--- src/rtl/fir_pkg.sv ---
`default_nettype none

package fir_pkg;

  localparam int SAMPLE_W = 16;                 // Signed sample width
  localparam int COEF_W   = 18;                 // Coefficient width to match the DSP B port
  localparam int ACC_W    = 48;                 // Post-adder and accumulator width
  localparam int NLANES   = 4;                  // Samples carried per stream word
  localparam int NCOEF    = 4;                  // Distinct taps of the symmetric 7-tap filter
  localparam int WORD_W   = NLANES * SAMPLE_W;  // Stream word width

  localparam int OUT_LSB  = 16;                 // Lowest accumulator bit sent to the output

  typedef logic signed [SAMPLE_W-1:0] sample_t; // One signed sample
  typedef logic signed [COEF_W-1:0]   coef_t;   // One signed coefficient
  typedef logic signed [ACC_W-1:0]    acc_t;    // Tap result
  typedef logic        [WORD_W-1:0]   word_t;   // Lane 0 in the low bits

  // Gain of 1.0 once bits 31:16 are taken
  localparam coef_t COEF_UNITY = 18'h10000;

endpackage

`default_nettype wire

--- src/rtl/fir_csr_pkg.sv ---
`default_nettype none

package fir_csr_pkg;

  localparam int REG_ADDR_W = 4;                  // Register index width
  localparam int REG_DATA_W = 32;                 // Host data width

  typedef logic [REG_ADDR_W-1:0] reg_addr_t;      // Register index
  typedef logic [REG_DATA_W-1:0] reg_data_t;      // Register data

  localparam reg_addr_t REG_ID        = 4'd0;     // Read-only ID
  localparam reg_addr_t REG_CTRLSTAT  = 4'd1;     // ACTIVE and UPDATE
  localparam reg_addr_t REG_COEF_BASE = 4'd2;     // Coefficients at 2..5

  localparam int CTRL_ACTIVE_BIT = 0;             // Filter on when set
  localparam int CTRL_UPDATE_BIT = 1;             // Write-only commit request

  localparam reg_data_t FIR_ID_VALUE   = 32'h53594D34; // "SYM4"
  localparam reg_data_t UNMAPPED_VALUE = 32'hDEADBEEF; // Any address not decoded

endpackage

`default_nettype wire

--- src/rtl/fir_csr.sv ---
`timescale 1ns/1ns
`default_nettype none

// Host registers with shadow and committed coefficient banks
module fir_csr (
  input  logic                   clk,
  input  logic                   rst_n,
  input  logic                   wr_en,
  input  fir_csr_pkg::reg_addr_t wr_addr,
  input  fir_csr_pkg::reg_data_t wr_data,
  input  fir_csr_pkg::reg_addr_t rd_addr,
  output fir_csr_pkg::reg_data_t rd_data,
  output fir_pkg::coef_t         coef0,
  output fir_pkg::coef_t         coef1,
  output fir_pkg::coef_t         coef2,
  output fir_pkg::coef_t         coef3,
  output logic                   active
);
  import fir_pkg::*;
  import fir_csr_pkg::*;

  coef_t shd_coef [NCOEF];   // Host-visible coefficients
  coef_t cmt_coef [NCOEF];   // Values the filter runs with
  logic  shd_active;         // Host-visible ACTIVE
  logic  cmt_active;         // ACTIVE seen by the datapath
  logic  ctrl_wr;            // Write to CTRLSTAT this cycle
  logic  commit_req;         // UPDATE set or ACTIVE toggled
  logic  commit_q;           // Copy shadow to committed next edge

  assign ctrl_wr    = wr_en && (wr_addr == REG_CTRLSTAT);
  assign commit_req = ctrl_wr &&
                      (wr_data[CTRL_UPDATE_BIT] || (wr_data[CTRL_ACTIVE_BIT] != shd_active));

  // Shadow bank follows host writes
  always_ff @(posedge clk) begin
    if (!rst_n) begin
      shd_active <= 1'b0;
      for (int i = 0; i < NCOEF; i++) begin
        shd_coef[i] <= (i == 0) ? COEF_UNITY : '0; // Unity pass with c0 only
      end
    end else if (wr_en) begin
      if (ctrl_wr) begin
        shd_active <= wr_data[CTRL_ACTIVE_BIT];      // UPDATE itself is not stored
      end
      for (int i = 0; i < NCOEF; i++) begin
        if (wr_addr == reg_addr_t'(REG_COEF_BASE + i)) begin
          shd_coef[i] <= coef_t'(wr_data[COEF_W-1:0]); // Upper bits dropped
        end
      end
    end
  end

  // Committed bank lags the commit write by one edge
  always_ff @(posedge clk) begin
    if (!rst_n) begin
      commit_q   <= 1'b0;
      cmt_active <= 1'b0;
      for (int i = 0; i < NCOEF; i++) begin
        cmt_coef[i] <= (i == 0) ? COEF_UNITY : '0;
      end
    end else begin
      commit_q <= commit_req;
      if (commit_q) begin
        cmt_active <= shd_active;                  // Shadow already holds this write
        for (int i = 0; i < NCOEF; i++) begin
          cmt_coef[i] <= shd_coef[i];
        end
      end
    end
  end

  // Read mux from the shadow bank
  always_comb begin
    rd_data = UNMAPPED_VALUE;                      // Default for holes in the map
    if (rd_addr == REG_ID) begin
      rd_data = FIR_ID_VALUE;
    end else if (rd_addr == REG_CTRLSTAT) begin
      rd_data                  = '0;
      rd_data[CTRL_ACTIVE_BIT] = shd_active;       // UPDATE reads as zero
    end else begin
      for (int i = 0; i < NCOEF; i++) begin
        if (rd_addr == reg_addr_t'(REG_COEF_BASE + i)) begin
          rd_data = reg_data_t'(shd_coef[i]);      // Sign-extended from 18 bits
        end
      end
    end
  end

  assign coef0  = cmt_coef[0];
  assign coef1  = cmt_coef[1];
  assign coef2  = cmt_coef[2];
  assign coef3  = cmt_coef[3];
  assign active = cmt_active;

  // Back-to-back commits need a CTRLSTAT write behind each one
  a_commit_pulse : assert property (
    @(posedge clk) disable iff (!rst_n)
    commit_q && $past(commit_q) |-> $past(wr_en, 1) && $past(wr_en, 2)
  ) else $error("fir_csr commit held without a write");

endmodule

`default_nettype wire

--- config.mk ---
export PLATFORM = sky130hd
export DESIGN_NAME = fir_csr
export DESIGN_NICKNAME = d
export VERILOG_FILES = /design/src/rtl/fir_pkg.sv /design/src/rtl/fir_csr_pkg.sv /design/src/rtl/fir_csr.sv
export SDC_FILE = /design/constraint.sdc
export NUM_CORES = 1
export LEC_CHECK = 0
export BUFFER_PORTS_ARGS = -buffer_cell sky130_fd_sc_hd__buf_2
export CAP_MARGIN = 20
export CORE_MARGIN = 2
export CORE_UTILIZATION = 50
export DETAILED_ROUTE_END_ITERATION = 7
export GPL_TIMING_DRIVEN = 0
export PLACE_DENSITY_LB_ADDON = 0.3
export SLEW_MARGIN = 20
export SYNTH_ARGS = -nofsm -noshare
export SYNTH_HDL_FRONTEND = slang
export SYNTH_SLANG_ARGS = --single-unit
--- constraint.sdc ---
create_clock -name clk -period 3.98 [get_ports clk]
set_clock_uncertainty 0.05 [all_clocks]
set_input_delay 0.796 -clock clk [delete_from_list [all_inputs] [get_ports clk]]
set_output_delay 0.796 -clock clk [all_outputs]
set_load 0.02 [all_outputs]
## After elaboration in Yosys (flattened, before gate mapping)

Memories as Yosys holds them, arrays and structs flattened.
Cells that the tools add are included.

| operators by class | value |
|---|---|
| eq/ne operators | 11 |
| multiplexer cells | 34 |
| bitwise operators | 8 |
| reduce and logical (&&, ||, !) cells | 5 |

Operator list:

| kind | number |
|---|---|
| 2-to-1 mux 32 bit | 6 |
| 2-to-1 mux 18 bit | 8 |
| 2-to-1 mux 1 bit | 20 |
| equality test 4 x 2 -> 1 bit (second input constant) | 4 |
| equality test 4 x 3 -> 1 bit (second input constant) | 4 |
| equality test 4 x 1 -> 1 bit (second input constant) | 2 |
| OR 1 bit | 8 |
| zero test 4 bit | 1 |
| logical AND 1 bit | 2 |
| AND reduction 2 bit | 1 |
| logical OR 1 bit | 1 |
| inequality test 1 bit | 1 |

| word-level totals | value |
|---|---|
| register bits after elaboration | 3 |
| bits in writable memories | 144 |
| output and inout bits | 105 |
| memories kept | 2 |

Memories:

| name | depth | width | rd ports | clocked after Yosys merged registers in | write ports | line | source |
|---|---|---|---|---|---|---|---|
| cmt_coef | 4 | 18 | 4 | 0 | 4 | fir_csr.sv:23 | `coef_t cmt_coef [NCOEF];` |
| shd_coef | 4 | 18 | 4 | 0 | 4 | fir_csr.sv:22 | `coef_t shd_coef [NCOEF];` |

## Depth between registers and ports, before layout

| depth | value |
|---|---|
| depth in word-level cells | 7 |
| mapped depth | 6 |
| depth with buffers taken out | 3 |

## Worst setup path before layout

No wires, ideal clock.

| timing | value |
|---|---|
| path type | input -> output |
| from | input port rd_addr[0] |
| to | output port rd_data[22] |
| arrival | 2,545 ps |
| data required time | 3,134 ps |
| setup slack | 589 ps |
| stages on the path | 5 |
| cell sequence | buf_2 > nor2b_1 > o21a_1 > a2111oi_1 > buf_4 |

| between the ends | value |
|---|---|
| longest elaborated chain between the ends | 7 |
| elaborated cells between the ends (all ways) | 12 |

Ends and longest elaborated chain:

| element | line | source |
|---|---|---|
| start, declared | fir_csr.sv:11 | `input fir_csr_pkg::reg_addr_t rd_addr,` |
| equality test 4 x 2 -> 1 bit | fir_csr.sv:82 | `if (rd_addr == reg_addr_t'(REG_COEF_BASE + i)) begin` |
| 2-to-1 mux 32 bit (4 in a row) | fir_csr.sv:82 |  |
| 2-to-1 mux 32 bit | fir_csr.sv:77 | `end else if (rd_addr == REG_CTRLSTAT) begin` |
| 2-to-1 mux 32 bit (*) | fir_csr.sv:75 | `if (rd_addr == REG_ID) begin` |
| end, declared | fir_csr.sv:12 | `output fir_csr_pkg::reg_data_t rd_data,` |

Every way passes the cells marked *; elsewhere a longest branch is shown, timed or not.

## Worst setup path after layout

| timing | value |
|---|---|
| from | input port rd_addr[0] |
| to | output port rd_data[24] |

The elaborated chain is that of the path after synthesis.

==> qor.yml <==
grt:
  grt_usage_pct: 25.92
  grt_max_degree: 51
  grt.overflow.total: 0
  antenna_found_initial: 0
  grt_pass1_vias: 4680
  grt_pass1_wl_mm: 26.81
cells_and_area:
  drive_gt1_share_pct: 33.59
  finalNonFillerCells: 818
  area_growth_pct: 23.40
  nFillCells: 988
  postLayoutCellArea_um2: 8018
  layout_common_cells: "edfxtp_1 (144), buf_2 (142), and3_1 (71), and2_1 (71), a21oi_1 (23)"
  final_common_cell: "edfxtp_1"
  n_antenna_cell: 0
  fin_nets: 676
clock_tree:
  clkSinkCount: 147
  htreeDepth: 4
  numCtsBuffers: 17
  cts_setup_buffers: 0
  cts_resized: 0
  root_buffer: "clkbuf_16"
  clockBufferDepth: 2
  insertion_delay_ns: 0.42
  cts_tree: "built"
  hold_buffers: 0
  path_clk_slew_ns: 0.06
worst_setup_path:
  reg2reg_depth: 3
  cp_max_fo: 10
  worst_path_largest_cell_delay_ns: 0.66
  crit_slowest_cell: "a2111oi_1"
  r2r_start: "commit_q$_SDFF_PN0_"
  r2r_end: "cmt_coef[1][3]$_SDFFCE_PN0P_"
  rrSetupSlack_ns: 1.96
  crit_path_end_kind: "primary output"
  crit_arrival_ns: 2.65
  critPathKind: "in2out"
  worst_setup_path_start_kind: "input pin"
  critPathMostFrequentCell: "buf_2"
  path_cells: "buf_2, buf_2, buf_4, a21oi_1, a2111oi_1, buf_4, buf_2"
  crit_required_ns: 3.13
routing:
  drc: 0
  ant_nets: 0
  drt-wirelength-per-cell_um: 21.50
  drt_wl_total_mm: 17.59
  dr_total_vias: 4624
  routed_via_density: 5.653
  drtIter0Drc: 351
  firstDrtPassIters: 6
worst_hold_path:
  hold_depth: 2
  hold_start: "active$_SDFFE_PN0P_"
  hp-class: "reg2reg"
  holdPathEnd: "active$_SDFFE_PN0P_"
run:
  cap_violations: 0
place:
  dp_cells: 786
  dpl_cell_area_um2: 7472
  hpwl_mm: 12.53
  place_congestion: 0.9105
  io_buffer_count: 132
sta:
  tns_ns: 0
  slew-limit-headroom_pct: 50.10
  min_period_ns: 3.492
  final-setup-viol-count: 0
  hold_viol_final: 0
  fin_crit_sh_pct: 87.75
  fmax_mhz: 286.3
  tightest_slew_ns: 0.7467
  timing.hold.ws_ns: 0.4942
  slew_viol_final: 0
  rsz0062_at_grt: "no"
floorplan:
  die_h_um: 118.0
  start_util_pct: 51.28
  dieWidth_um: 118.0
  core_um2: 12670
  num_io_pins: 148
  die_area_um2: 13920
  row_count: 41
synth:
  synthAdderAreaFrac_pct: 0
  synth_edf_count: 144
  yosysWarnings: 0
  synthSimpleGateAreaFrac_pct: 19.37
  synth_cell_type_count: 43
  synth_nets: 520
  async_flop_share_pct: 0
  syn_area_um2: 6497
  syn_inst: 477
  synth-compound-area-share_pct: 6.701
  synth_area_per_cell_um2: 13.62
  ys_seq_area_share_pct: 67.48
  postSynthRegisterBits: 147
  synthXorXnorAreaFrac_pct: 0.1348
  yosys_most_used_dff: "edfxtp_1"
  synth_top_family_by_area: "simple AND/OR/NAND/NOR gates"
  synth_mux_area_share_pct: 2.484
power:
  clockPowerShare_pct: 40.9
  ir_drop_mv: 0.3626
  comb_power_share_pct: 9.0
  swShare_pct: 25.17
  leakagePower_nw: 3.444
  seq_power_share_pct: 50.0
  total_power_mw: 3.602
  p_per_area_nw_per_um2: 449.2
  internal_power_mw: 2.695
  switchingPower_mw: 0.9064
status:
  status: "complete, no violations"
-- metal layers --
metal	vias to the layer above	global-route usage [%]	routed length, um
met2	259	40.77	8267
met5	-	0	0
met4	0	9.488	451
met3	32	7.025	1572
li1	2087	-	-
met1	2246	34.74	7295
-- area by class of cell --
class                           instances  area, um^2  share of cell area [%]
Inverter                                3       11.26                  0.1404
Multi-Input combinational cell        282        1887                   23.53
Timing Repair Buffer                  137       737.0                   9.192
Clock buffer                           19       442.9                   5.524
Clock inverter                         13       102.6                   1.280
Sequential cell                       147        4384                   54.68
Tap cell                              172       215.2                   2.684
Buffer                                 45       237.7                   2.965
-- power groups by stage --
stage	clock, mW	sequential (mW)	combinational (mW)
2_1_floorplan	0	1.85	0.161
3_3_place_gp	0	1.84	0.304
3_5_place_dp	0	1.83	0.322
4_1_cts	1.48	1.80	0.324
5_1_grt	1.54	1.81	0.347
6_report	1.47	1.80	0.326
-- cell usage after synthesis (3+ instances only) --
cell type | count | area [um^2]
and3_1 | 71 | 444.2
inv_1 | 3 | 11.26
and2_1 | 71 | 444.2
mux2_2 | 9 | 101.4
a31oi_1 | 3 | 18.77
buf_2 | 10 | 50.05
or4b_1 | 5 | 50.05
o21ai_0 | 14 | 70.07
a21oi_1 | 23 | 115.1
mux2i_1 | 6 | 60.06
edfxtp_1 | 144 | 4324
nor2_1 | 4 | 15.01
a211oi_1 | 7 | 52.55
nor2b_1 | 13 | 81.33
o22ai_1 | 4 | 25.02
dfxtp_1 | 3 | 60.06
o21a_1 | 3 | 22.52
clkbuf_1 | 20 | 75.07
nand3b_1 | 3 | 22.52
buf_4 | 15 | 112.6
nand2b_1 | 12 | 75.07
nand2_1 | 3 | 11.26
-- kinds of logic after synthesis --
logic type / count (synthesis)
XOR/XNOR: 1
AO/OA/AOI/OAI: 70
flip-flops: 147
multiplexers: 15
buffers and inverters: 48
AND/OR/NAND/NOR: 196
-- through the flow --
| stage | utilization [%] | setup WS [ns] |
|---|---|---|
| floorplan | - | 0.5886 |
| global placement | 58.19 | -0.1406 |
| detailed placement | 58.97 | 0.5201 |
| CTS | 63.28 | 0.5356 |
| global route | 63.28 | 0.3168 |
| finish | 63.28 | 0.4876 |
-- state kept, by name, indices dropped and copies added, names as in the netlist --
signal	flops
active	1
cmt_coef	72
commit_q	1
shd_active	1
shd_coef	72
-- critical path: cells and delay by family --
family | cells | cell delay [ns]
buffers and inverters | 5 | 1.12
AO/OA/AOI/OAI | 2 | 0.72
-- how the worst max path moves through the flow --
stage,start,end
after floorplan,rd_addr[0],rd_data[22]
after global placement,rst_n,cmt_coef[2][5]$_SDFFCE_PN0P_
after detailed placement,rd_addr[0],rd_data[24]
after CTS,rd_addr[0],rd_data[24]
after global routing,rd_addr[0],rd_data[22]
final,rd_addr[0],rd_data[24]
(Power assumes the default switching activity.)
